### src/hdl/rv_isa_pkg.sv
package rv_isa_pkg;

    // ------------------------------
    // opcodes, rv32i base encoding
    // ------------------------------
    localparam logic [6:0] OP_RTYPE  = 7'b0110011;
    localparam logic [6:0] OP_ITYPE  = 7'b0010011;
    localparam logic [6:0] OP_LOAD   = 7'b0000011;
    localparam logic [6:0] OP_STORE  = 7'b0100011;
    localparam logic [6:0] OP_BRANCH = 7'b1100011;

    // funct3 of the kept alu instructions
    localparam logic [2:0] F3_ADD = 3'b000;
    localparam logic [2:0] F3_SLT = 3'b010;
    localparam logic [2:0] F3_OR  = 3'b110;
    localparam logic [2:0] F3_AND = 3'b111;

    // alu_op from the main decoder
    typedef enum logic [1:0] {
        ALU_ADD,
        ALU_SUB,
        ALU_RTYPE,
        ALU_ITYPE
    } alu_op_e;

    // concrete alu operation after function decode
    typedef enum logic [2:0] {
        FN_ADD,
        FN_SUB,
        FN_AND,
        FN_OR,
        FN_SLT
    } alu_fn_e;

    // ------------------------------
    // control word, 8 bits
    // ------------------------------
    typedef struct packed {
        logic    branch;
        logic    alu_src;
        logic    mem_read;
        logic    mem_write;
        logic    mem_to_reg;
        logic    reg_write;
        alu_op_e alu_op;
    } ctrl_t;

endpackage

### src/hdl/soc_map_pkg.sv
package soc_map_pkg;

    // ------------------------------
    // memory sizes
    // ------------------------------
    localparam int unsigned IMEM_WORDS = 64;
    localparam int unsigned IMEM_AW    = $clog2(IMEM_WORDS);
    localparam int unsigned DMEM_WORDS = 256;
    localparam int unsigned DMEM_AW    = $clog2(DMEM_WORDS);

    // ------------------------------
    // i/o window, last 16 bytes
    // ------------------------------
    // upper 28 address bits all ones
    localparam logic [27:0] IO_BASE_HI = 28'hFFF_FFFF;
    // byte offsets inside the window
    localparam logic [3:0] IO_SWITCH = 4'h0;
    localparam logic [3:0] IO_LED    = 4'h4;
    localparam logic [3:0] IO_SEG    = 4'h8;

    // clocks per enabled display digit
    localparam int unsigned SCAN_DIV   = 4;
    localparam int unsigned SCAN_DIV_W = $clog2(SCAN_DIV);

    // store strobes towards the output block, 34 bits
    typedef struct packed {
        logic        led_we;
        logic        seg_we;
        logic [31:0] wdata;
    } io_wr_t;

endpackage

### src/hdl/controller.sv
module controller (
    input  logic               [31:0] instr_i,
    input  logic               [31:0] alu_result_i,
    input  logic                      zero_i,
    output rv_isa_pkg::ctrl_t         ctrl_o,
    output logic                      branch_taken_o,
    output logic                      io_read_o,
    output logic                      io_write_o
);

    import rv_isa_pkg::*;
    import soc_map_pkg::*;

    ctrl_t dec;
    logic  is_io;

    // ------------------------------
    // main decoder
    // ------------------------------
    always_comb begin
        dec = '0;
        case (instr_i[6:0])
            OP_RTYPE: begin
                dec.reg_write = 1'b1;
                dec.alu_op    = ALU_RTYPE;
            end
            OP_ITYPE: begin
                dec.alu_src   = 1'b1;
                dec.reg_write = 1'b1;
                dec.alu_op    = ALU_ITYPE;
            end
            OP_LOAD: begin
                // address = rs1 + imm
                dec.alu_src    = 1'b1;
                dec.mem_read   = 1'b1;
                dec.mem_to_reg = 1'b1;
                dec.reg_write  = 1'b1;
                dec.alu_op     = ALU_ADD;
            end
            OP_STORE: begin
                dec.alu_src   = 1'b1;
                dec.mem_write = 1'b1;
                dec.alu_op    = ALU_ADD;
            end
            OP_BRANCH: begin
                // beq, compare by subtraction
                dec.branch = 1'b1;
                dec.alu_op = ALU_SUB;
            end
            default: begin
                dec = '0;
            end
        endcase
    end

    // ------------------------------
    // memory versus i/o split
    // ------------------------------
    // alu result is the effective address for loads and stores
    assign is_io = (alu_result_i[31:4] == IO_BASE_HI);

    always_comb begin
        ctrl_o           = dec;
        // i/o accesses never touch data memory
        ctrl_o.mem_read  = dec.mem_read & ~is_io;
        ctrl_o.mem_write = dec.mem_write & ~is_io;
    end

    assign io_read_o  = dec.mem_read & is_io;
    assign io_write_o = dec.mem_write & is_io;

    // taken when operands compared equal
    assign branch_taken_o = dec.branch & zero_i;

endmodule

### config.mk
export PLATFORM = sky130hd
export DESIGN_NAME = controller
export DESIGN_NICKNAME = d
export VERILOG_FILES = /design/src/hdl/rv_isa_pkg.sv /design/src/hdl/soc_map_pkg.sv /design/src/hdl/controller.sv
export SDC_FILE = /design/constraint.sdc
export NUM_CORES = 1
export LEC_CHECK = 0
export ABC_CLOCK_PERIOD_IN_PS = 2100
export BUFFER_PORTS_ARGS = -buffer_cell sky130_fd_sc_hd__buf_2
export CAP_MARGIN = 5
export CORE_AREA = 2 2 39 41
export DETAILED_ROUTE_END_ITERATION = 10
export DIE_AREA = 0 0 41 43
export PLACE_DENSITY = 0.84
export SETUP_SLACK_MARGIN = 0.3
export SYNTH_ARGS = -nofsm -noshare
export SYNTH_HDL_FRONTEND = slang
export SYNTH_SLANG_ARGS = --single-unit
export TNS_END_PERCENT = 5
### constraint.sdc
create_clock -name vclk -period 2.1
set_input_delay 0.315 -clock vclk [all_inputs]
set_output_delay 0.315 -clock vclk [all_outputs]
set_load 0.05 [all_outputs]
==> results.cfg <==
[timing]
worstMarginPinSlew_ps = 516.7
post-route-period-util_pct = 86.77
relSlewSlack_pct = 65.23
finalSetupViolations = 0
fin_tns_setup_ps = 0
max_freq_ghz = 0.5488
report.final.slew_viol_count = 0
finalHoldWorstSlack_ps = 1017
rsz0062_at_grt = true
hold_violations = 0
setup_ws_ps = 277.9
period_minus_slack_ps = 1822

[cells_and_area]
multiInputGateArea_um2 = 226.5
syn2layout_area_growth_pct = 139.6
insertedDiodeCount = 0
layout_common_cells = buf_2, nand4_1, a21oi_1
register_area_um2 = 0
fillers = 155
finalNetCount = 143
finish.utilization_pct = 36.62
design.seq.count = 0
drive_gt1_share_pct = 75.00
mostFrequentLayoutCell = buf_2
clkbuf_count = 0

[critical_path]
worst_setup_path_end_kind = primary output
path_max_fanout = 5
worstSetupPathType = input port to primary output
path_delay_family = simple AND/OR/NAND/NOR gates
worstPathRequired_ps = 1780
arrival_ps = 1510
path_cells = buf_2 -> nand4bb_4 -> or4b_4 -> a21oi_2 -> buf_4
cp_num_buf_inv = 2
cp_slowest_stage_delay_ps = 530
worstSetupStartpointType = input port
slowest_stage = or4b_4

[die]
initial_core_util_pct = 15.28
rows = 14
core_um2 = 1384
fp.dieH_um = 43
die_w_um = 41
ioPinCount = 76
die_area_um2 = 1763

[power_and_ir_drop]
power.density_nw_per_um2 = 104.8
power_leakage_nw = 0.2899
vdd.ir_drop.worst_mv = 0.04028

[detailed_routing]
via_per_inst = 4.587
route.vias.total = 422
routed_wl_um = 864
drtAntennaViolNets = 0
wl_per_cell_um = 9.391
drt_pass1_iterations = 1
drc = 0
dr.first_iter.drc_count = 0

[global_route]
grt_max_degree = 7
grt_first_pass_wirelength_um = 1518
grt_util_met2_pct = 23.13
grt_pass1_vias = 422
overflow = 0
grt-busiest-layer = met2
use_met1_pct = 11.82
met3_usage_pct = 0.5236
antenna_found_initial = 0
track_usage_pct = 11.22

[run]
cap_violations = 0

[yosys]
avgSynthCellArea_um2 = 7.291
synth.distinct_cells = 14
netlist_instances = 29
synth_warnings = 0
seq_area_frac_synth_pct = 0
synthesis.area_um2 = 211.5
syn_nets = 94

[placement]
place_ws_ps = 202.3
io_buffers = 47
gp_congestion = 0.6259

[min_path]
hold_class = input port to primary output

[run_status]
status = complete, no violations
## report_power, final
part,internal (W),switching [W],total [W]
combinational,0.0000304,0.0000227,0.0000531
sequential,0,0,0
clock,0,0,0
total,0.0000304,0.0000227,0.0000531
## path summary, 6_finish.rpt
check | from | cells after the start | to | slack, ps
hold / removal | instr_i[4] | 3 | ctrl_o[6] | 1020
setup / recovery | instr_i[2] | 5 | ctrl_o[4] | 280
## per-layer routing
| layer | wire (um) | vias to the layer above |
|---|---|---|
| li1 | - | 216 |
| met1 | 279 | 188 |
| met2 | 495 | 18 |
| met3 | 88 | 0 |
| met4 | 0 | 0 |
| met5 | 0 | - |
## through the flow
stage	area (um2)	power, W	std cells
after floorplan	221.5	0.00001510	29
after detailed placement	476.7	0.00005349	92
after CTS	496.7	0.00005376	92
after global routing	506.7	0.00005856	92
final	506.7	0.00005310	92
after global placement	476.7	0.00005191	92
## cell usage after synthesis (all sizes together)
cell type,instances,area [um2]
a21oi,5,25.02
or3,2,12.51
nor4,1,6.260
nand4bb,1,27.53
inv,2,7.510
nor2,2,7.510
nand3b,1,7.510
or4,2,22.52
nor3,3,25.02
and2,1,6.260
or4b,1,13.76
or2,1,6.260
nand4,7,43.79
## cells by family after synthesis
| family | share of synthesized area, % |
|---|---|
| compound gates | 11.83 |
| simple gates | 84.62 |
| buf+inv | 3.552 |
## layout make-up
type	instances	area share, %
timing repair buffer	47	49.88
tap	16	3.951
multi-input combinational	27	44.69
inverter	2	1.481
## repair_timing
| item | CTS | global route |
|---|---|---|
| setup buffers | 0 | 0 |
| pin swaps | 0 | 0 |
| hold buffers | 0 | 0 |
| endpoints found under the setup margin | 4 | 5 |
| gates resized for setup | 6 | 2 |
No activity file was read; power rests on OpenSTA's default activity.
