--- src/hdl/rv_isa_pkg.sv ---
package rv_isa_pkg;

    // ------------------------------
    // opcodes, rv32i base encoding
    // ------------------------------
    localparam logic [6:0] OP_RTYPE  = 7'b0110011;
    localparam logic [6:0] OP_ITYPE  = 7'b0010011;
    localparam logic [6:0] OP_LOAD   = 7'b0000011;
    localparam logic [6:0] OP_STORE  = 7'b0100011;
    localparam logic [6:0] OP_BRANCH = 7'b1100011;

    // funct3 of the kept alu instructions
    localparam logic [2:0] F3_ADD = 3'b000;
    localparam logic [2:0] F3_SLT = 3'b010;
    localparam logic [2:0] F3_OR  = 3'b110;
    localparam logic [2:0] F3_AND = 3'b111;

    // alu_op from the main decoder
    typedef enum logic [1:0] {
        ALU_ADD,
        ALU_SUB,
        ALU_RTYPE,
        ALU_ITYPE
    } alu_op_e;

    // concrete alu operation after function decode
    typedef enum logic [2:0] {
        FN_ADD,
        FN_SUB,
        FN_AND,
        FN_OR,
        FN_SLT
    } alu_fn_e;

    // ------------------------------
    // control word, 8 bits
    // ------------------------------
    typedef struct packed {
        logic    branch;
        logic    alu_src;
        logic    mem_read;
        logic    mem_write;
        logic    mem_to_reg;
        logic    reg_write;
        alu_op_e alu_op;
    } ctrl_t;

endpackage

--- src/hdl/soc_map_pkg.sv ---
package soc_map_pkg;

    // ------------------------------
    // memory sizes
    // ------------------------------
    localparam int unsigned IMEM_WORDS = 64;
    localparam int unsigned IMEM_AW    = $clog2(IMEM_WORDS);
    localparam int unsigned DMEM_WORDS = 256;
    localparam int unsigned DMEM_AW    = $clog2(DMEM_WORDS);

    // ------------------------------
    // i/o window, last 16 bytes
    // ------------------------------
    // upper 28 address bits all ones
    localparam logic [27:0] IO_BASE_HI = 28'hFFF_FFFF;
    // byte offsets inside the window
    localparam logic [3:0] IO_SWITCH = 4'h0;
    localparam logic [3:0] IO_LED    = 4'h4;
    localparam logic [3:0] IO_SEG    = 4'h8;

    // clocks per enabled display digit
    localparam int unsigned SCAN_DIV   = 4;
    localparam int unsigned SCAN_DIV_W = $clog2(SCAN_DIV);

    // store strobes towards the output block, 34 bits
    typedef struct packed {
        logic        led_we;
        logic        seg_we;
        logic [31:0] wdata;
    } io_wr_t;

endpackage

--- src/hdl/mem_or_io.sv ---
module mem_or_io (
    input  rv_isa_pkg::ctrl_t                             ctrl_i,
    input  logic                                          io_read_i,
    input  logic                                          io_write_i,
    input  logic               [31:0]                     addr_i,
    input  logic               [31:0]                     store_data_i,
    input  logic               [31:0]                     mem_rdata_i,
    input  logic               [11:0]                     switch_i,
    output logic                                          mem_we_o,
    output logic               [soc_map_pkg::DMEM_AW-1:0] mem_addr_o,
    output logic               [31:0]                     load_data_o,
    output soc_map_pkg::io_wr_t                           io_wr_o
);

    import soc_map_pkg::*;

    logic [3:0] io_off;

    // device offset inside the i/o window
    assign io_off = addr_i[3:0];

    // ------------------------------
    // data memory side
    // ------------------------------
    // word index, byte offset dropped
    assign mem_addr_o = addr_i[DMEM_AW+1:2];
    // already cleared by the controller for i/o stores
    assign mem_we_o   = ctrl_i.mem_write;

    // ------------------------------
    // load steering
    // ------------------------------
    always_comb begin
        load_data_o = '0;
        if (io_read_i) begin
            // only the switch port reads back, zero extended
            if (io_off == IO_SWITCH) begin
                load_data_o = {20'd0, switch_i};
            end
        end else if (ctrl_i.mem_read) begin
            load_data_o = mem_rdata_i;
        end
    end

    // ------------------------------
    // store strobes
    // ------------------------------
    always_comb begin
        io_wr_o        = '0;
        io_wr_o.led_we = io_write_i && (io_off == IO_LED);
        io_wr_o.seg_we = io_write_i && (io_off == IO_SEG);
        // store data rides along with either strobe
        io_wr_o.wdata  = store_data_i;
    end

endmodule

--- config.mk ---
export PLATFORM = sky130hd
export DESIGN_NAME = mem_or_io
export DESIGN_NICKNAME = d
export VERILOG_FILES = /design/src/hdl/rv_isa_pkg.sv /design/src/hdl/soc_map_pkg.sv /design/src/hdl/mem_or_io.sv
export SDC_FILE = /design/constraint.sdc
export NUM_CORES = 1
export LEC_CHECK = 0
export ABC_AREA = 1
export CAP_MARGIN = 10
export CELL_PAD_IN_SITES_DETAIL_PLACEMENT = 1
export CELL_PAD_IN_SITES_GLOBAL_PLACEMENT = 1
export CORE_AREA = 2 2 74 76
export DETAILED_ROUTE_END_ITERATION = 16
export DIE_AREA = 0 0 76 78
export DONT_BUFFER_PORTS = 1
export PLACE_DENSITY_LB_ADDON = 0.1
export SLEW_MARGIN = 20
export SYNTH_ARGS = -nofsm -noshare
export SYNTH_HDL_FRONTEND = slang
export SYNTH_SLANG_ARGS = --single-unit
--- constraint.sdc ---
create_clock -name vclk -period 1.75
set_input_delay 0.2625 -clock vclk [all_inputs]
set_output_delay 0.2625 -clock vclk [all_outputs]
set_load 0.05 [all_outputs]
==> summary.txt <==
Outcome
  • Status: completed

Layout
  • Share of layout cells above drive strength 1: 26.7%
  • Area grow syn2layout: -3.20%
  • Commonest non-fill, non-tap cell in the layout: nand2_1
  • Storage cell area: 0 um^2
  • Most frequent cells in the layout: 57 x nand2_1, 35 x buf_4, 23 x nor2_1, 14 x inv_1, 13 x nand3_1
  • Sequential cells: 0
  • Antenna diodes: 0
  • CLK BUF: 0
  • Final nets: 266

CTS
  • Post_cts resized: 0
  • Post-CTS Setup Inserts: 0
  • CTS Hold Bufs: 0

Routing
  • Post-DR wirelength/cell: 11.6 um
  • Iter 0 DRT Violations: 10
  • Initial DRT Pass Iterations: 3
  • Routed via count: 841
  • Antenna viol nets, final: 0
  • DRC errors left: 0
  • Routed wire length: 2.50 mm
  • Vias/cell: 3.89

Place
  • Port buffer count: 0
  • Pre-CTS worst setup slack: 0.358 ns
  • Hpwl dp: 2.09 mm
  • Routability cong.: 0.651

Floorplanning
  • Die area: 5930 um^2
  • Die span in y: 78 um
  • Initial Util: 16.3%
  • Core area: 5040 um^2
  • Row cnt: 26
  • I/O pin total: 193
  • Die X: 76 um

Timing
  • Fin crit share: 77.4%
  • Final setup violating endpoints: 0
  • Final Hold Viols: 0
  • Max Slew Vio Count: 0
  • Actual slew at the worst max-slew pin: 0.507 ns
  • Worst slew margin: 66.2%
  • Final critical-path required period: 1.35 ns
  • TNS Setup: 0 ns
  • Fmax: 739 MHz
  • RSZ-0062 raised after global routing: false
  • Setup WS post-layout: 0.396 ns

Yosys
  • Largest cells by area after synthesis: buf_4 39%, nand2_1 26%, nor2_1 11%, nand3_1 7.9%, inv_1 6.4%
  • Post-synth top area cell: buf_4
  • Simple-gate share of the synthesized area: 47.3%
  • Synth warnings: 0
  • Seq/Total Area, Yosys: 0%
  • Main combinational cell family by area after synthesis: buffers and inverters
  • Post-Syn Area per Cell: 5.11 um^2
  • Mapped Cells: 161
  • Post-synthesis mux area share: 0%
  • Synth Area in XOR/XNOR: 0%
  • Yosys cell types: 10
  • Post-synthesis compound-gate area fraction: 0%
  • Post-Synthesis Cell Area: 822 um^2
  • Synth top area share: 39.3%
  • Net Count, Synth: 279
  • Adder-Cell Fraction of Synth Area: 0%

Worst setup path
  • Worst-path maximum fanout: 12
  • CP arrival: 1.09 ns
  • Crit path launch type: input port
  • CP Class: input port to output port
  • WP data required: 1.49 ns
  • Kind of end point of the critical path: output port

Global routing
  • Remaining global-route overflow: 0
  • Initial antenna violation count: 0
  • First-pass GRT wire length: 3.87 mm
  • Vias in the first global route: 877
  • GRT Total Usage: 7.38%
  • Largest net degree at the start of global routing: 34

Pwr
  • Leakage power: 0.514 nW
  • Largest vdd supply drop: 0.0639 mV
  • Pwr dens: 290 nW/um^2

Hold path
  • Worst min path class: input port to output port

Job
  • MaxCap Viol Count: 0
through the flow:
step / power [W] / std cells / hold slack, ns / util, % / instance area, um^2
after detailed placement: 0.000234 / 216 / 0.525 / 15.8 / 796
after global routing: 0.000247 / 216 / 0.525 / 15.8 / 796
after global placement: 0.000232 / 216 / 0.525 / 15.8 / 796
final: 0.000231 / 216 / 0.525 / 15.8 / 796
after CTS: 0.000234 / 216 / 0.525 / 15.8 / 796
after floorplan: 0.000448 / 161 / 0.692 / - / 822
Yosys cell counts (all sizes together):
| cell | number |
|---|---|
| buf | 50 |
| inv | 15 |
| nand2 | 57 |
| nand3 | 13 |
| nor2 | 26 |
area by class of cell:
type,count,area [um^2]
Fill cell,670,4250
Multi-Input combinational cell,96,389
Timing Repair Buffer,35,263
Tap cell,70,87.6
Inverter,15,56.3
logic make-up after synthesis:
kind of cell / Yosys count
and+or+nand+nor: 96
buffers and inverters: 65
layer usage:
| metal | wire [um] | track usage (%) |
|---|---|---|
| met1 | 889 | 7.15 |
| met2 | 1150 | 13.8 |
| met3 | 447 | 4.42 |
| met4 | 16 | 0.909 |
| met5 | 0 | 0 |
power by group:
part	total [W]	switching (W)	leakage (nW)	internal (W)
clock network	0	0	0	0
registers	0	0	0	0
logic	0.000231	0.000165	0.514	0.0000655
final timing paths:
path,start,end,depth (start not counted)
worst min-delay path,store_data_i[25],io_wr_o[25],0
worst max-delay path,addr_i[3],load_data_o[0],4
critical path, stage by stage:
cell and delay [ns]:
nor2_2 0.40, nand3_1 0.16, nand2_1 0.08, buf_4 0.19
Power figures use the tool's default switching activity.
