## src/hdl/soc_map_pkg.sv

```systemverilog
package soc_map_pkg;

    // ------------------------------
    // memory sizes
    // ------------------------------
    localparam int unsigned IMEM_WORDS = 64;
    localparam int unsigned IMEM_AW    = $clog2(IMEM_WORDS);
    localparam int unsigned DMEM_WORDS = 256;
    localparam int unsigned DMEM_AW    = $clog2(DMEM_WORDS);

    // ------------------------------
    // i/o window, last 16 bytes
    // ------------------------------
    // upper 28 address bits all ones
    localparam logic [27:0] IO_BASE_HI = 28'hFFF_FFFF;
    // byte offsets inside the window
    localparam logic [3:0] IO_SWITCH = 4'h0;
    localparam logic [3:0] IO_LED    = 4'h4;
    localparam logic [3:0] IO_SEG    = 4'h8;

    // clocks per enabled display digit
    localparam int unsigned SCAN_DIV   = 4;
    localparam int unsigned SCAN_DIV_W = $clog2(SCAN_DIV);

    // store strobes towards the output block, 34 bits
    typedef struct packed {
        logic        led_we;
        logic        seg_we;
        logic [31:0] wdata;
    } io_wr_t;

endpackage

```

## src/hdl/led_con.sv

```systemverilog
module led_con (
    input  logic                       clk,
    input  logic                       reset_i,
    input  soc_map_pkg::io_wr_t        io_wr_i,
    output logic                [15:0] led_o,
    output logic                [7:0]  digit_en_o,
    output logic                [7:0]  sseg_o
);

    import soc_map_pkg::*;

    logic [31:0]           seg_q;
    logic [SCAN_DIV_W-1:0] div_q;
    logic [2:0]            digit_q;
    logic                  scan_on_q;
    logic                  tick;
    logic [3:0]            nibble;
    logic [6:0]            pattern;

    // ------------------------------
    // output registers
    // ------------------------------
    always_ff @(posedge clk) begin
        if (reset_i) begin
            led_o <= '0;
            seg_q <= '0;
        end else begin
            // led keeps the low half of the write
            if (io_wr_i.led_we) begin
                led_o <= io_wr_i.wdata[15:0];
            end
            if (io_wr_i.seg_we) begin
                seg_q <= io_wr_i.wdata;
            end
        end
    end

    // ------------------------------
    // digit scan
    // ------------------------------
    assign tick = (div_q == SCAN_DIV_W'(SCAN_DIV - 1));

    always_ff @(posedge clk) begin
        if (reset_i) begin
            div_q     <= '0;
            digit_q   <= '0;
            scan_on_q <= 1'b0;
        end else begin
            div_q <= tick ? '0 : div_q + 1'b1;
            // first period only turns the display on, digit 0 next
            if (tick) begin
                scan_on_q <= 1'b1;
                if (scan_on_q) begin
                    digit_q <= digit_q + 3'd1;
                end
            end
        end
    end

    // enabled digit k shows nibble k
    assign nibble = seg_q[{digit_q, 2'b00} +: 4];

    // hex to segments, bit 0 = a .. bit 6 = g
    always_comb begin
        case (nibble)
            4'h0: pattern = 7'h3F;
            4'h1: pattern = 7'h06;
            4'h2: pattern = 7'h5B;
            4'h3: pattern = 7'h4F;
            4'h4: pattern = 7'h66;
            4'h5: pattern = 7'h6D;
            4'h6: pattern = 7'h7D;
            4'h7: pattern = 7'h07;
            4'h8: pattern = 7'h7F;
            4'h9: pattern = 7'h6F;
            4'hA: pattern = 7'h77;
            4'hB: pattern = 7'h7C;
            4'hC: pattern = 7'h39;
            4'hD: pattern = 7'h5E;
            4'hE: pattern = 7'h79;
            default: pattern = 7'h71;
        endcase
    end

    // one-hot enable, dark before scanning starts
    assign digit_en_o = scan_on_q ? (8'b1 << digit_q) : 8'd0;
    // decimal point unused
    assign sseg_o     = scan_on_q ? {1'b0, pattern} : 8'd0;

endmodule

```

## config.mk

```make
export PLATFORM = sky130hd
export DESIGN_NAME = led_con
export DESIGN_NICKNAME = d
export VERILOG_FILES = /design/src/hdl/soc_map_pkg.sv /design/src/hdl/led_con.sv
export SDC_FILE = /design/constraint.sdc
export NUM_CORES = 1
export LEC_CHECK = 0
export BUFFER_PORTS_ARGS = -buffer_cell sky130_fd_sc_hd__buf_2
export CAP_MARGIN = 20
export CORE_ASPECT_RATIO = 0.5
export CORE_MARGIN = 4
export CORE_UTILIZATION = 47
export DETAILED_ROUTE_END_ITERATION = 8
export PLACE_DENSITY = 0.75
export SLEW_MARGIN = 5
export SYNTH_ARGS = -nofsm -noshare
export SYNTH_HDL_FRONTEND = slang
export SYNTH_SLANG_ARGS = --single-unit
```

## constraint.sdc

```tcl
create_clock -name clk -period 2.3 [get_ports clk]
set_input_delay 0.115 -clock clk [delete_from_list [all_inputs] [get_ports clk]]
set_output_delay 0.115 -clock clk [all_outputs]
set_load 0.01 [all_outputs]
```

==> results.toml <==
[power]
pwr-share-seq_pct = 55.5
p_per_area_mw_per_mm2 = 569
switching_share_pct = 26.6
leakagePower_uw = 0.00158
peakVddDrop_mv = 0.334
power.switching_uw = 491
pwr-share-comb_pct = 16.6
intPower_uw = 1360
clockPowerShare_pct = 27.9

[layout]
drive_gt1_share_pct = 34.1
final_common_cell = "buf_2"
area_growth_pct = 24.4
diodes = 0
nets = 379
final_cell_mix = "buf_2 (66), mux2i_1 (57), nor2_1 (57), dfxtp_1 (52), buf_4 (11)"
final_cell_area_mm2 = 0.00325

[global_routing]
antenna_found_initial = 0
grt_pass1_wl_um = 9220
track_usage_pct = 17.2
gr-total-overflow = 0
grt_pass1_vias = 1923
grt_start_max_net_pins = 55

[outcome]
status = "complete, but fails checks"
violations = "setup timing"

[setup_path]
path_cells = "buf_12 -> mux4_2 -> mux2i_4 -> buf_6 -> ha_4 -> nand2_1 -> o21ai_1 -> a21oi_1 -> buf_2"
end_kind = "primary output"
cp_top_family = "multiplexers"
cp-endpoint = "sseg_o[1]"
r2r_cells = 6
r2r-start = "digit_q[1]"
r2r_end = "digit_q[2]"
path_depth = 9
crit_fanout = 6
critPathLaunchType = "flop"
worst-r2r-setup-slack_ns = 0.91
cpMaxStageDelayCell = "mux4_2"
path_class = "reg2out"
required_ns = 2.18
max_stage_delay_ns = 0.53
crit_path_start = "digit_q[0]"
path_buf_inv = 3
cp.arrival_ns = 2.29

[cts]
clockBufferDepth = 2
root_buffer = "clkbuf_8"
numCtsBuffers = 5
clk_latency_ns = 0.30
cts.sink_count = 54
h-tree-depth = 2
cts_tree = "built"
path_clk_slew_ns = 0.09

[floorplan]
initial_core_util_pct = 50.7
die_h_um = 60.7
core.rowCount = 18
die_w_um = 113
die_area_mm2 = 0.00689
ioPinCount = 68
core_mm2 = 0.00516

[place]
port_buffers = 66
hpwlAfterDp_um = 4260
gp_congestion = 0.766
dpl-instance-area_mm2 = 0.00300

[drt]
drtAntennaViolNets = 0
via_per_inst = 4.99
wl_um = 5820
wl_per_cell_um = 14.5
drc = 0
vias = 2000
dr.pass1.iters = 4
drtIter0Drc = 127

[timing]
fmax_ghz = 0.415
period_share_pct = 105
slew_violations = 0
timing.slew.headroom_pct = 38.0
layout_setup_ws_ns = -0.107
hold_viol = 0
finClkSkew_ns = 0.00124
whs_ns = 0.0456
setup_viol = 7
tns_ns = -0.491
rsz0062_at_grt = "yes"
tightest_slew_ns = 0.929
period_needed_ns = 2.41

[run]
maxCapViolCount = 0

[synthesis]
syn_area_mm2 = 0.00262
synth_top_cell_area_share_pct = 41.3
synth_area_leaders = "dfxtp_1 (41%), mux2i_1 (22%), nor2_1 (8.3%)"
synth_seq_area_share_pct = 41.3
syn_nets = 309
postSynthRegisterBits = 54
syn_inst = 260
ys_types = 33
yosysWarnings = 0
avgSynthCellArea_um2 = 10.1
synth_top_area_cell = "dfxtp_1"

[worst_hold_path]
hp-class = "in2reg"
==> cell usage after synthesis (all sizes together) <==
library cell / n
a211oi: 2
a21oi: 5
a22oi: 1
a311oi: 1
and2: 2
and3: 7
buf: 9
clkbuf: 10
clkinv: 1
conb: 1
dfxtp: 54
ha: 13
inv: 8
mux2i: 60
mux4: 6
nand2: 7
nand2b: 1
nand3: 3
nor2: 58
nor2b: 1
nor3: 1
nor3b: 1
o21ai: 5
o2bb2ai: 1
o31ai: 1
xnor2: 1
==> cell families after synthesis <==
kind of cell | count (synthesis) | synth area share (%)
flip-flops | 54 | 41.3
buffers and inverters | 28 | 5.36
adder cells (fa/ha/maj) | 13 | 6.22
AND/OR/NAND/NOR | 81 | 13.1
multiplexers | 66 | 29.8
other | 1 | 0.143
AO/OA/AOI/OAI | 16 | 3.73
XOR/XNOR | 1 | 0.335
==> worst min path at each step <==
stage                           end  cells after the start         from
after floorplan           seg_q[20]                      2  io_wr_i[20]
after CTS                 seg_q[17]                      3  io_wr_i[17]
after detailed placement  seg_q[22]                      3  io_wr_i[22]
after global routing      seg_q[20]                      3  io_wr_i[20]
after global placement    seg_q[25]                      3  io_wr_i[25]
final                     seg_q[17]                      3  io_wr_i[17]
==> stage by stage <==
stage	instances	util [%]	worst slack, ns	total power [uW]
floorplan	260	-	-0.0116	1220
global placement	384	58.2	0.00617	1310
detailed placement	384	58.2	-0.0776	1320
CTS	399	62.3	-0.128	1850
global route	401	63.1	-0.207	1930
finish	401	63.1	-0.107	1850
==> worst reg2reg max path, delay by kind of cell (launching register included) <==
kind            cells  cell delay [ns]
buf+inv             1             0.17
flops               1             0.39
compound gates      1             0.11
simple gates        2             0.09
fa+ha+maj           2             0.47
==> timing repair <==
| action | 4_1_cts | 5_1_grt |
|---|---|---|
| gates resized for setup | 25 | 6 |
| hold buffers | 0 | 0 |
| pin swaps | 9 | 1 |
| buffers inserted | 7 | 2 |
| cloned | 0 | 0 |
| setup endpoints to repair | 7 | 7 |
==> metal layers <==
| layer | track usage, % | routed length [um] | up-vias |
|---|---|---|---|
| li1 | - | - | 1023 |
| met1 | 21.8 | 2690 | 932 |
| met2 | 30.0 | 2810 | 36 |
| met3 | 3.98 | 252 | 9 |
| met4 | 5.65 | 73 | 0 |
| met5 | 0 | 0 | - |
==> power by group through the flow <==
stage               combinational (uW)  sequential, uW  clock [uW]
floorplan                          183            1040           0
detailed placement                 272            1050           0
global route                       339            1030         557
finish                             306            1030         516
CTS                                303            1030         523
global placement                   262            1040           0
==> cell type report <==
cell class	instances	area, um2
fillers	442	1900
multi-input cells	178	1480
flip-flops and latches	54	1080
repair buffers	82	487
well taps	70	87.6
clock buffers	6	72.6
inverters	9	33.8
clock inverters	2	13.8
==> state kept, by name, indices dropped and copies added, names as in the netlist <==
name / count
scan_on_q: 1
digit_q: 3
led_o: 16
seg_q: 32
div_q: 2
(Power assumes the default switching activity.)
