--- src/hdl/rv_isa_pkg.sv ---
package rv_isa_pkg;

    // ------------------------------
    // opcodes, rv32i base encoding
    // ------------------------------
    localparam logic [6:0] OP_RTYPE  = 7'b0110011;
    localparam logic [6:0] OP_ITYPE  = 7'b0010011;
    localparam logic [6:0] OP_LOAD   = 7'b0000011;
    localparam logic [6:0] OP_STORE  = 7'b0100011;
    localparam logic [6:0] OP_BRANCH = 7'b1100011;

    // funct3 of the kept alu instructions
    localparam logic [2:0] F3_ADD = 3'b000;
    localparam logic [2:0] F3_SLT = 3'b010;
    localparam logic [2:0] F3_OR  = 3'b110;
    localparam logic [2:0] F3_AND = 3'b111;

    // alu_op from the main decoder
    typedef enum logic [1:0] {
        ALU_ADD,
        ALU_SUB,
        ALU_RTYPE,
        ALU_ITYPE
    } alu_op_e;

    // concrete alu operation after function decode
    typedef enum logic [2:0] {
        FN_ADD,
        FN_SUB,
        FN_AND,
        FN_OR,
        FN_SLT
    } alu_fn_e;

    // ------------------------------
    // control word, 8 bits
    // ------------------------------
    typedef struct packed {
        logic    branch;
        logic    alu_src;
        logic    mem_read;
        logic    mem_write;
        logic    mem_to_reg;
        logic    reg_write;
        alu_op_e alu_op;
    } ctrl_t;

endpackage

--- src/hdl/decoder.sv ---
module decoder (
    input  logic                      clk,
    input  logic                      reset_i,
    input  logic               [31:0] instr_i,
    input  rv_isa_pkg::ctrl_t         ctrl_i,
    input  logic               [31:0] alu_result_i,
    input  logic               [31:0] load_data_i,
    output logic               [31:0] rdata1_o,
    output logic               [31:0] rdata2_o,
    output logic               [31:0] imm_o
);

    import rv_isa_pkg::*;

    logic [31:0] regs [32];
    logic [4:0]  rs1;
    logic [4:0]  rs2;
    logic [4:0]  rd;
    logic [31:0] wb_data;
    logic        wb_en;

    assign rs1 = instr_i[19:15];
    assign rs2 = instr_i[24:20];
    assign rd  = instr_i[11:7];

    // ------------------------------
    // register file
    // ------------------------------
    // write-back source, load or alu
    assign wb_data = ctrl_i.mem_to_reg ? load_data_i : alu_result_i;
    // x0 is hard wired
    assign wb_en   = ctrl_i.reg_write && (rd != 5'd0);

    always_ff @(posedge clk) begin
        if (reset_i) begin
            for (int i = 0; i < 32; i++) begin
                regs[i] <= '0;
            end
        end else if (wb_en) begin
            regs[rd] <= wb_data;
        end
    end

    // reads are combinational
    assign rdata1_o = (rs1 == 5'd0) ? '0 : regs[rs1];
    assign rdata2_o = (rs2 == 5'd0) ? '0 : regs[rs2];

    // ------------------------------
    // immediate generation
    // ------------------------------
    always_comb begin
        case (instr_i[6:0])
            OP_ITYPE, OP_LOAD: imm_o = {{20{instr_i[31]}}, instr_i[31:20]};
            OP_STORE:          imm_o = {{20{instr_i[31]}}, instr_i[31:25], instr_i[11:7]};
            // b-type, lsb always zero
            OP_BRANCH: imm_o = {{20{instr_i[31]}}, instr_i[7], instr_i[30:25],
                                instr_i[11:8], 1'b0};
            default:           imm_o = '0;
        endcase
    end

endmodule

--- config.mk ---
export PLATFORM = sky130hd
export DESIGN_NAME = decoder
export DESIGN_NICKNAME = d
export VERILOG_FILES = /design/src/hdl/rv_isa_pkg.sv /design/src/hdl/decoder.sv
export SDC_FILE = /design/constraint.sdc
export NUM_CORES = 2
export LEC_CHECK = 0
export ABC_AREA = 1
export BUFFER_PORTS_ARGS = -buffer_cell sky130_fd_sc_hd__buf_2
export CAP_MARGIN = 20
export CORE_UTILIZATION = 45
export CTS_BUF_LIST = sky130_fd_sc_hd__clkbuf_16
export DETAILED_ROUTE_END_ITERATION = 7
export GPL_ROUTABILITY_DRIVEN = 0
export PLACE_DENSITY = 0.69
export SYNTH_ARGS = -nofsm -noshare
export SYNTH_HDL_FRONTEND = slang
export SYNTH_SLANG_ARGS = --single-unit
--- constraint.sdc ---
create_clock -name clk -period 2.4 [get_ports clk]
set_input_delay 0.24 -clock clk [delete_from_list [all_inputs] [get_ports clk]]
set_output_delay 0.24 -clock clk [all_outputs]
set_load 0.02 [all_outputs]
==> results.md <==
- The number of global-route vias before repair is 54120.
- The power density over the cells is 669.6 mW/mm2.
- The post-route total power is 46.74 mW.
- Counting flops per register, the top entry is regs.
- In the routed design, unresolved DRC markers number 1.
- The number of cells produced by synthesis is 7435.
- The fmax is 404.0 MHz.
- The die is roughly 360 um wide.
- The register with the most flip-flops in the layout has 1024 of them.
- Global routing used 34.58% of the available tracks across all layers.
- The worst setup path is captured at a primary output.
- The die extent in y is 360.6 um.
- STA classifies the critical path startpoint as an input port.
- The total congestion overflow after global routing is 0.
- The final layout contains 7704 nets.
- The critical path is of the input port to primary output type.
- The HPWL after detailed placement is 143.6 mm.
- Max-cap violations in this run came to 0.
- The analysis attributes to cell leakage a power of 30.03 nW.
- The transition time at the pin with the least slew margin is 757.9 ps.
- The worst-case clock buffer depth is 3.
- Dividing the synthesized area by the synthesized cell count gives 7.784 um2.
- The total clock sinks is 1024.
- The worst hold path was traced through 4 stages.
- The clock buffer count from CTS is 108.
- The setup violation total in the final timing report is 7.
- The H-tree generated during clock tree synthesis spans 3 levels.
- For this run, the number of Yosys warnings is 0.
- The cell area after technology mapping is 0.05788 mm2.
- The synthesized design devotes to its leading area cell type 53.13% of total area.
- The checks that failed: design-rule violations, negative setup slack.
- The biggest area consumer among synthesized cells is sky130_fd_sc_hd__edfxtp_1.
- The count of port buffers added during placement is 192.
- The final hold violation count is 0.
- The iteration-0 DRC count of the detailed router is 10540.
- The peak ir drop on the vdd network is between 0.5 and 0.6 mV.
- The final number of max-transition violations came to 0.
- The number of antenna violations at the first check in global routing was 6.
- Once detail routing completed, the nets flagged for antenna violations numbered 0.
- At the worst endpoint, the required time is around 2200 ps.
- After clock tree synthesis, the clock-pin slew on the worst setup and hold paths is 60 ps.
- The floorplan has 131 rows.
- Entering global routing, the biggest net connects 84 pins.
- Setup slack on the critical path of the routed design comes to -75.43 ps.
- Relative to the synthesized area, the layout overhead comes to 20.60%.
- The TritonCTS clock tree is yes.
- The cell sitting at the root of the clock tree is a sky130_fd_sc_hd__clkbuf_16.
- The arrival time of the worst setup path is ~2200 ps.
- For this run, the number of standard cells in the final layout without fillers is between 9000 and 10000.
- The wire length of the first global-routing pass is 336.4 mm.
- Counting tap cells, the placed design contains a total of ~9100 instances.
- Summing all multi-input logic gate instances after layout gives 0.02472 mm2.
- The time the final worst path needs with I/O delays and setup is 2475 ps.
- The worst slack at placement is -248.1 ps.
- Dividing the final minimum period by the clock period gives 103.1%.
- The floorplan core area is about 0.13 mm2.
- After filler insertion, the fill cell instance count of the layout stands at 11040.
- The path class of the tightest hold or removal check is input port to flop.
- The worst max-slew margin expressed relative to the limit is 49.42%.
- In the final layout, the share of cells above drive strength 1 is ~16%.
- Across the whole layout, storage elements account for 0.03075 mm2.
- The first detailed-routing pass ran for 8 iterations.
- The endpoint of the worst hold path is regs[11][1].
- The post-synthesis sequential area ratio is 53.13%.
- The run finished, with violations left.
- The effective utilization at floorplan is 45.39%.
- The vias after detailed routing is 57270.
- Setup repair after global routing could not meet its margin everywhere.
- The synthesized netlist contains 23 unique library cells.
- The startpoint identified for the worst hold timing path is alu_result_i[1].
- The largest registers in the layout are regs (1024).
- The number of flip-flops and latches in the synthesized netlist is roughly 1000.
- The largest fanout on the critical path is 19.
- After synthesis, the cell types taking the most area are sky130_fd_sc_hd__edfxtp_1 (53%), sky130_fd_sc_hd__nand2_1 (16%), sky130_fd_sc_hd__nand3_1 (11%).
- The mean number of vias per cell is 6.121.
- The wire length per cell is roughly 25 um.
- During I/O placement, the number of pins put on the boundary was between 200 and 250.
- The final wirelength is about 230 mm.
- Hold timing on the final database bottoms out at a slack of 96.53 ps.
- The die covers 0.1301 mm2.
cell usage after synthesis:
master,instances
sky130_fd_sc_hd__a21oi_1,144
sky130_fd_sc_hd__buf_1,78
sky130_fd_sc_hd__buf_2,171
sky130_fd_sc_hd__buf_4,76
sky130_fd_sc_hd__buf_6,24
sky130_fd_sc_hd__clkbuf_1,308
sky130_fd_sc_hd__clkinv_1,1
sky130_fd_sc_hd__conb_1,1
sky130_fd_sc_hd__edfxtp_1,1024
sky130_fd_sc_hd__inv_1,318
sky130_fd_sc_hd__inv_2,4
sky130_fd_sc_hd__mux2i_1,32
sky130_fd_sc_hd__nand2_1,2469
sky130_fd_sc_hd__nand3_1,1322
sky130_fd_sc_hd__nand3_2,1
sky130_fd_sc_hd__nand4_1,2
sky130_fd_sc_hd__nor2_1,1216
sky130_fd_sc_hd__nor3_1,9
sky130_fd_sc_hd__nor3_2,1
sky130_fd_sc_hd__o211ai_1,3
sky130_fd_sc_hd__o21ai_0,211
sky130_fd_sc_hd__o21ai_1,4
sky130_fd_sc_hd__o22ai_1,16
worst max-delay path by stage:
stage / start / to / slack [ps]
2_1_floorplan: instr_i[10] / regs[31][0] / 110
3_3_place_gp: instr_i[15] / rdata1_o[13] / -250
3_5_place_dp: instr_i[15] / rdata1_o[13] / -250
4_1_cts: regs[28][13] / rdata1_o[13] / -40
5_1_grt: regs[25][27] / rdata2_o[27] / -100
6_report: instr_i[20] / rdata2_o[27] / -80
per-layer routing:
metal / up-vias / wire length, um / track usage [%]
met1: 26420 / 78210 / 44.00
met5: - / 23 / 0
met4: 4 / 16860 / 23.37
met2: 5189 / 99960 / 51.65
met3: 1022 / 37610 / 9.127
li1: 24640 / - / -
cell usage in the layout (no fill, tap or decap), types with 3 or more instances in the layout:
cell type                    count
sky130_fd_sc_hd__a21oi_1       117
sky130_fd_sc_hd__clkinv_1       32
sky130_fd_sc_hd__buf_16         12
sky130_fd_sc_hd__clkinv_2       18
sky130_fd_sc_hd__nand3_2        76
sky130_fd_sc_hd__clkinvlp_4      5
sky130_fd_sc_hd__o21ai_0       156
sky130_fd_sc_hd__clkbuf_16     116
sky130_fd_sc_hd__clkinv_8        3
sky130_fd_sc_hd__buf_12        164
sky130_fd_sc_hd__buf_4         321
sky130_fd_sc_hd__o21ai_2         6
sky130_fd_sc_hd__a21oi_2        25
sky130_fd_sc_hd__nand2_2       115
sky130_fd_sc_hd__clkinv_4        4
sky130_fd_sc_hd__edfxtp_1     1024
sky130_fd_sc_hd__inv_1         326
sky130_fd_sc_hd__nand2_1      2338
sky130_fd_sc_hd__nor2_1       1143
sky130_fd_sc_hd__o21ai_1        53
sky130_fd_sc_hd__bufinv_16      14
sky130_fd_sc_hd__o22ai_1        16
sky130_fd_sc_hd__nand2_4        16
sky130_fd_sc_hd__nor3_1          9
sky130_fd_sc_hd__nand3_4        14
sky130_fd_sc_hd__o211ai_1        3
sky130_fd_sc_hd__buf_2         131
sky130_fd_sc_hd__nor2_4         31
sky130_fd_sc_hd__nor2_2         42
sky130_fd_sc_hd__buf_6          40
sky130_fd_sc_hd__inv_6           6
sky130_fd_sc_hd__diode_2         5
sky130_fd_sc_hd__mux2i_4        32
sky130_fd_sc_hd__conb_1         32
sky130_fd_sc_hd__inv_2           3
sky130_fd_sc_hd__nand3_1      1233
final cells by class:
class | count | share of cell area [%]
clock inverter | 91 | 1.169
multi-input combinational | 5462 | 35.42
clock buffer | 111 | 3.980
inverter | 323 | 1.821
sequential | 1024 | 44.05
timing repair buffer | 679 | 10.56
tap | 1662 | 2.979
antenna | 5 | 0.01793
where the power goes:
group | total, mW | switching [mW] | internal (mW)
clock network | 17.2 | 7.35 | 9.87
registers | 21.2 | 0.517 | 20.7
logic | 8.34 | 5.62 | 2.72
total | 46.7 | 13.5 | 33.2
worst max-delay path, cell delays in order:
cell and delay, ps:
sky130_fd_sc_hd__buf_8 170, sky130_fd_sc_hd__inv_16 100, sky130_fd_sc_hd__buf_16 180, sky130_fd_sc_hd__buf_4 180, sky130_fd_sc_hd__nand4_1 210, sky130_fd_sc_hd__buf_4 400
sky130_fd_sc_hd__nand2_2 210, sky130_fd_sc_hd__nor2_1 150, sky130_fd_sc_hd__buf_4 170, sky130_fd_sc_hd__buf_2 170
logic make-up (layout without fill, tap and decap cells):
family                 after synthesis  after routing  synth area share [%]
AND/OR/NAND/NOR                   5020           5020                 35.46
other                                1             37              0.006479
AO/OA/AOI/OAI                      378            378                 3.316
buffers and inverters              980           1204                 7.530
flip-flops                        1024           1024                 53.13
multiplexers                        32             32                0.5534
through the flow:
step                      instance area [um2]  TNS (ps)  util (%)
after floorplan                         57990         0         -
after global placement                  64220    -801.5     50.36
after detailed placement                64220     -1542     50.36
after CTS                               68490    -53.10     53.71
after global routing                    69790    -938.5     54.73
final                                   69800    -217.8     54.74
repair_timing:
action / 4_1_cts / 5_1_grt
setup endpoints to repair: 51 / 64
buffers inserted: 7 / 13
pin swaps: 70 / 153
gates cloned: 2 / 5
hold buffers: 0 / 0
gates resized for setup: 179 / 340
(Power assumes the default switching activity.)
