**config.mk**
```make
export PLATFORM = sky130hd
export DESIGN_NAME = alu
export DESIGN_NICKNAME = d
export VERILOG_FILES = /design/src/hdl/rv_isa_pkg.sv /design/src/hdl/alu.sv
export SDC_FILE = /design/constraint.sdc
export NUM_CORES = 1
export LEC_CHECK = 0
export ABC_CLOCK_PERIOD_IN_PS = 4600
export BUFFER_PORTS_ARGS = -buffer_cell sky130_fd_sc_hd__buf_2
export CORE_MARGIN = 2
export CORE_UTILIZATION = 56
export DETAILED_ROUTE_END_ITERATION = 8
export GPL_ROUTABILITY_DRIVEN = 1
export PLACE_DENSITY = 0.86
export SLEW_MARGIN = 40
export SYNTH_ARGS = -nofsm -noshare
export SYNTH_HDL_FRONTEND = slang
export SYNTH_SLANG_ARGS = --single-unit
export TNS_END_PERCENT = 5
```
**constraint.sdc**
```tcl
create_clock -name vclk -period 4.6
set_input_delay 0 -clock vclk [all_inputs]
set_output_delay 0 -clock vclk [all_outputs]
set_load 0.1 [all_outputs]
```
**src/hdl/rv_isa_pkg.sv**
```systemverilog
package rv_isa_pkg;

    // ------------------------------
    // opcodes, rv32i base encoding
    // ------------------------------
    localparam logic [6:0] OP_RTYPE  = 7'b0110011;
    localparam logic [6:0] OP_ITYPE  = 7'b0010011;
    localparam logic [6:0] OP_LOAD   = 7'b0000011;
    localparam logic [6:0] OP_STORE  = 7'b0100011;
    localparam logic [6:0] OP_BRANCH = 7'b1100011;

    // funct3 of the kept alu instructions
    localparam logic [2:0] F3_ADD = 3'b000;
    localparam logic [2:0] F3_SLT = 3'b010;
    localparam logic [2:0] F3_OR  = 3'b110;
    localparam logic [2:0] F3_AND = 3'b111;

    // alu_op from the main decoder
    typedef enum logic [1:0] {
        ALU_ADD,
        ALU_SUB,
        ALU_RTYPE,
        ALU_ITYPE
    } alu_op_e;

    // concrete alu operation after function decode
    typedef enum logic [2:0] {
        FN_ADD,
        FN_SUB,
        FN_AND,
        FN_OR,
        FN_SLT
    } alu_fn_e;

    // ------------------------------
    // control word, 8 bits
    // ------------------------------
    typedef struct packed {
        logic    branch;
        logic    alu_src;
        logic    mem_read;
        logic    mem_write;
        logic    mem_to_reg;
        logic    reg_write;
        alu_op_e alu_op;
    } ctrl_t;

endpackage

```
**src/hdl/alu.sv**
```systemverilog
module alu (
    input  logic               [31:0] rdata1_i,
    input  logic               [31:0] rdata2_i,
    input  logic               [31:0] imm_i,
    input  rv_isa_pkg::ctrl_t         ctrl_i,
    input  logic               [31:0] instr_i,
    output logic               [31:0] result_o,
    output logic                      zero_o
);

    import rv_isa_pkg::*;

    alu_fn_e     fn;
    logic [2:0]  funct3;
    logic [31:0] op_b;

    assign funct3 = instr_i[14:12];

    // ------------------------------
    // alu control
    // ------------------------------
    always_comb begin
        fn = FN_ADD;
        case (ctrl_i.alu_op)
            ALU_ADD: fn = FN_ADD;
            ALU_SUB: fn = FN_SUB;
            ALU_RTYPE, ALU_ITYPE: begin
                case (funct3)
                    // funct7 bit 30 picks sub, r-type only
                    F3_ADD:  fn = (ctrl_i.alu_op == ALU_RTYPE && instr_i[30]) ? FN_SUB : FN_ADD;
                    F3_SLT:  fn = FN_SLT;
                    F3_OR:   fn = FN_OR;
                    F3_AND:  fn = FN_AND;
                    default: fn = FN_ADD;
                endcase
            end
            default: fn = FN_ADD;
        endcase
    end

    // ------------------------------
    // datapath
    // ------------------------------
    assign op_b = ctrl_i.alu_src ? imm_i : rdata2_i;

    always_comb begin
        case (fn)
            FN_SUB:  result_o = rdata1_i - op_b;
            FN_AND:  result_o = rdata1_i & op_b;
            FN_OR:   result_o = rdata1_i | op_b;
            // signed compare
            FN_SLT:  result_o = {31'd0, $signed(rdata1_i) < $signed(op_b)};
            default: result_o = rdata1_i + op_b;
        endcase
    end

    assign zero_o = (result_o == 32'd0);

endmodule

```
==> report_table.html <==
<table>
<tr><th>Metric</th><th>Value</th></tr>
<tr><th colspan="2">STA</th></tr>
<tr><td>Number of failing setup endpoints in the final timing report</td><td>0</td></tr>
<tr><td>Final Slew Violations</td><td>0</td></tr>
<tr><td>Period utilization</td><td>93.9%</td></tr>
<tr><td>Post-layout minimum cycle time</td><td>4320 ps</td></tr>
<tr><td>Measured slew at the worst slew-check pin</td><td>846 ps</td></tr>
<tr><td>Max-Slew Margin vs Limit</td><td>43.2%</td></tr>
<tr><td>Max Fclk</td><td>0.232 GHz</td></tr>
<tr><td>Hold violation total from the final report</td><td>0</td></tr>
<tr><td>Setup repair after global routing missed its margin</td><td>false</td></tr>
<tr><th colspan="2">Floorplan</th></tr>
<tr><td>Die height</td><td>105 um</td></tr>
<tr><td>Initial core utilization</td><td>57.9%</td></tr>
<tr><td>Full die area</td><td>11000 um2</td></tr>
<tr><td>Cell Rows</td><td>36</td></tr>
<tr><td>IO Count</td><td>169</td></tr>
<tr><td>Die outline width</td><td>105 um</td></tr>
<tr><td>Area of the core region</td><td>9820 um2</td></tr>
<tr><th colspan="2">Global routing</th></tr>
<tr><td>Total GRT Usage</td><td>32.4%</td></tr>
<tr><td>Wire length of the first global-routing pass</td><td>30.4 mm</td></tr>
<tr><td>Vias in the first global route</td><td>6349</td></tr>
<tr><td>Leftover overflow at the end of global routing</td><td>0</td></tr>
<tr><td>Pin count of the biggest net entering global routing</td><td>37</td></tr>
<tr><td>Antenna violations before repair</td><td>0</td></tr>
<tr><th colspan="2">Clocking</th></tr>
<tr><td>Number of post-CTS setup repair buffers</td><td>0</td></tr>
<tr><td>CTS Hold Bufs</td><td>0</td></tr>
<tr><th colspan="2">Route</th></tr>
<tr><td>WL/cell</td><td>17.3 um</td></tr>
<tr><td>Vias after detailed routing</td><td>6894</td></tr>
<tr><td>Drc violations</td><td>0</td></tr>
<tr><td>Sum of routed wire length over all layers</td><td>18.7 mm</td></tr>
<tr><td>Initial drt markers</td><td>630</td></tr>
<tr><td>DR vias/cell</td><td>6.38</td></tr>
<tr><td>Pre-antenna DRT Iters</td><td>5</td></tr>
<tr><td>Post-route antenna net violation count</td><td>0</td></tr>
<tr><th colspan="2">Placement</th></tr>
<tr><td>Gp weighted congestion</td><td>1.01</td></tr>
<tr><td>Half-perimeter wire length after detailed placement</td><td>15.2 mm</td></tr>
<tr><td>Count of buffers from port buffering</td><td>136</td></tr>
<tr><td>DP Cell Count</td><td>1080</td></tr>
<tr><th colspan="2">Power and ir drop</th></tr>
<tr><td>Portion of total power attributed to the clock network</td><td>0%</td></tr>
<tr><td>Switching power as a share of total power</td><td>71.5%</td></tr>
<tr><td>Share of power burned in registers</td><td>0%</td></tr>
<tr><td>Static power due to leakage</td><td>3.30 nW</td></tr>
<tr><td>Net switching power</td><td>1.18 mW</td></tr>
<tr><td>P per Cell Area</td><td>245 nW/um2</td></tr>
<tr><td>Combinational Power Share</td><td>100.0%</td></tr>
<tr><td>Maximum ir drop on the vdd rail</td><td>255 uV</td></tr>
<tr><td>Pint</td><td>0.471 mW</td></tr>
<tr><td>Overall Power</td><td>1.65 mW</td></tr>
<tr><th colspan="2">Finish</th></tr>
<tr><td>Layout clock buffers</td><td>0</td></tr>
<tr><td>Multi-input gate area</td><td>5330 um2</td></tr>
<tr><td>Post-synthesis to final-layout area growth</td><td>18.8%</td></tr>
<tr><td>Share of final-layout standard cells stronger than drive strength 1</td><td>23.0%</td></tr>
<tr><td>Layout fillers</td><td>930</td></tr>
<tr><td>Most common cell after layout, fill and taps aside</td><td>sky130_fd_sc_hd__buf_2</td></tr>
<tr><td>Commonest cells after routing, fill and taps aside</td><td>133 x sky130_fd_sc_hd__buf_2, 99 x sky130_fd_sc_hd__inv_1, 97 x sky130_fd_sc_hd__ha_1</td></tr>
<tr><td>Seq_cells</td><td>0</td></tr>
<tr><td>Final instance count without filler cells</td><td>1080</td></tr>
<tr><td>Number of inserted diodes</td><td>0</td></tr>
<tr><td>Post-layout nets</td><td>1192</td></tr>
<tr><td>Area taken by flip-flops and latches</td><td>0 um2</td></tr>
<tr><th colspan="2">Synthesis</th></tr>
<tr><td>Number of warning messages in the yosys log</td><td>0</td></tr>
<tr><td>Share of the yosys chip area belonging to registers</td><td>0%</td></tr>
<tr><td>Biggest area contributors in the synthesized netlist</td><td>sky130_fd_sc_hd__ha_1 23%, sky130_fd_sc_hd__mux2i_1 6.7%, sky130_fd_sc_hd__inv_1 6.5%</td></tr>
<tr><td>Synthesized netlist net count</td><td>1075</td></tr>
<tr><td>Cell accounting for the most synthesized area</td><td>sky130_fd_sc_hd__ha_1</td></tr>
<tr><td>Top cell type's share of synthesized area</td><td>23.1%</td></tr>
<tr><td>Count of mapped cells out of synthesis</td><td>832</td></tr>
<tr><td>Distinct cell type count of the synthesized netlist</td><td>83</td></tr>
<tr><td>Mean cell area of the mapped netlist</td><td>6.83 um2</td></tr>
<tr><td>Mapped Area</td><td>5680 um2</td></tr>
<tr><th colspan="2">Setup path</th></tr>
<tr><td>Category of cells accounting for the largest share of critical-path delay</td><td>simple AND/OR/NAND/NOR gates</td></tr>
<tr><td>Critical path capture point type</td><td>primary output</td></tr>
<tr><td>Maximum fanout count along the critical path</td><td>5</td></tr>
<tr><td>Setup crit start kind</td><td>input port</td></tr>
<tr><td>CP cell instances</td><td>clkbuf_4 -&gt; mux2i_2 -&gt; inv_1 -&gt; ha_1 -&gt; inv_1 -&gt; fa_2 -&gt; nor2b_1 -&gt; o21ai_2 -&gt; a32oi_2 -&gt; a221o_1 -&gt; a22o_2 -&gt; nand4bb_1 -&gt; or4_1 -&gt; or4b_1 -&gt; nor4_4 -&gt; nand4b_1 -&gt; nor4_4 -&gt; buf_12</td></tr>
<tr><td>Worst Setup Path Type</td><td>in2out</td></tr>
<tr><td>Arrival time of the worst setup path</td><td>4320 ps</td></tr>
<tr><td>Endpoint required time on the critical path</td><td>4600 ps</td></tr>
<tr><td>Slowest stage cell, crit path</td><td>sky130_fd_sc_hd__or4b_1</td></tr>
<tr><td>CP max stage delay</td><td>550 ps</td></tr>
<tr><td>Critical path buffer and inverter count</td><td>4</td></tr>
<tr><th colspan="2">Job</th></tr>
<tr><td>Max-cap viol count</td><td>0</td></tr>
<tr><th colspan="2">Status</th></tr>
<tr><td>Result of the run</td><td>complete, no violations</td></tr>
<tr><th colspan="2">Min path</th></tr>
<tr><td>Worst hold path type</td><td>in2out</td></tr>
</table>
==> routing by layer <==
layer	track usage [%]	vias up	wire, um
li1	-	3285	-
met1	44.0	3113	7800
met2	54.4	433	8290
met3	3.24	63	2020
met4	8.67	0	539
met5	0	-	0
==> per-stage QoR <==
stage / setup TNS [ps] / hold slack (ps) / utilization, % / worst slack (ps) / instance area [um2]
2_1_floorplan: -972 / 470 / - / -972 / 5850
3_3_place_gp: 0 / 746 / 68.1 / 242 / 6690
3_5_place_dp: 0 / 759 / 68.1 / 146 / 6690
4_1_cts: 0 / 760 / 68.1 / 145 / 6690
5_1_grt: 0 / 806 / 68.8 / 90.3 / 6760
6_report: 0 / 774 / 68.8 / 282 / 6760
==> cells by family (layout without fill, tap and decap cells) <==
| group | after synthesis | count (layout) | share of synthesized area (%) |
|---|---|---|---|
| xor gates and xnor gates | 17 | 17 | 2.62 |
| and+or+nand+nor | 238 | 238 | 21.2 |
| muxes | 38 | 38 | 6.69 |
| adders and majority gates | 107 | 107 | 23.8 |
| buffers and inverters | 142 | 257 | 9.84 |
| AOI/OAI and AO/OA | 290 | 290 | 35.8 |
==> synthesized netlist by cell type (7+ instances only) <==
cell	instances
sky130_fd_sc_hd__a21o_1	9
sky130_fd_sc_hd__nand3_1	13
sky130_fd_sc_hd__o221ai_1	13
sky130_fd_sc_hd__buf_2	9
sky130_fd_sc_hd__o21ai_0	53
sky130_fd_sc_hd__clkbuf_1	24
sky130_fd_sc_hd__nand2b_1	13
sky130_fd_sc_hd__mux2i_1	38
sky130_fd_sc_hd__a21oi_1	73
sky130_fd_sc_hd__o31ai_1	12
sky130_fd_sc_hd__o211ai_1	11
sky130_fd_sc_hd__a221oi_1	7
sky130_fd_sc_hd__o21bai_1	15
sky130_fd_sc_hd__a22oi_1	7
sky130_fd_sc_hd__nand4_1	11
sky130_fd_sc_hd__a211oi_1	11
sky130_fd_sc_hd__nor4_1	7
sky130_fd_sc_hd__buf_1	8
sky130_fd_sc_hd__nor3_1	13
sky130_fd_sc_hd__xnor2_1	13
sky130_fd_sc_hd__o22ai_1	9
sky130_fd_sc_hd__nor2b_1	13
sky130_fd_sc_hd__nand2_1	58
sky130_fd_sc_hd__nor2_1	67
sky130_fd_sc_hd__ha_1	105
sky130_fd_sc_hd__inv_1	99
==> tightest hold or removal path, delay by kind of cell <==
family / cells / cell delay [ps]
buffers and inverters: 2 / 450
AOI/OAI and AO/OA: 1 / 260
and+or+nand+nor: 1 / 60
==> power by group through the flow <==
stage | clock network (mW) | registers [mW] | logic [mW]
after floorplan | 0 | 0 | 1.26
after global placement | 0 | 0 | 1.58
after detailed placement | 0 | 0 | 1.60
after CTS | 0 | 0 | 1.61
after global routing | 0 | 0 | 1.75
final | 0 | 0 | 1.65
==> what timing repair did <==
item,4_1_cts,5_1_grt
endpoints found under the setup margin,0,1
hold endpoints to repair,0,0
resized for setup,0,18
==> final cells by class <==
cell class / instances / share of cell area [%]
multi-input cells: 690 / 78.8
repair buffers: 158 / 13.2
inverters: 99 / 5.50
well taps: 133 / 2.46
==> worst paths after layout <==
kind / start / end / slack (ps) / cells after the start
hold / removal: instr_i[14] / result_o[0] / 770 / 4
setup / recovery: ctrl_i[6] / zero_o / 280 / 18
(Power assumes the default switching activity.)
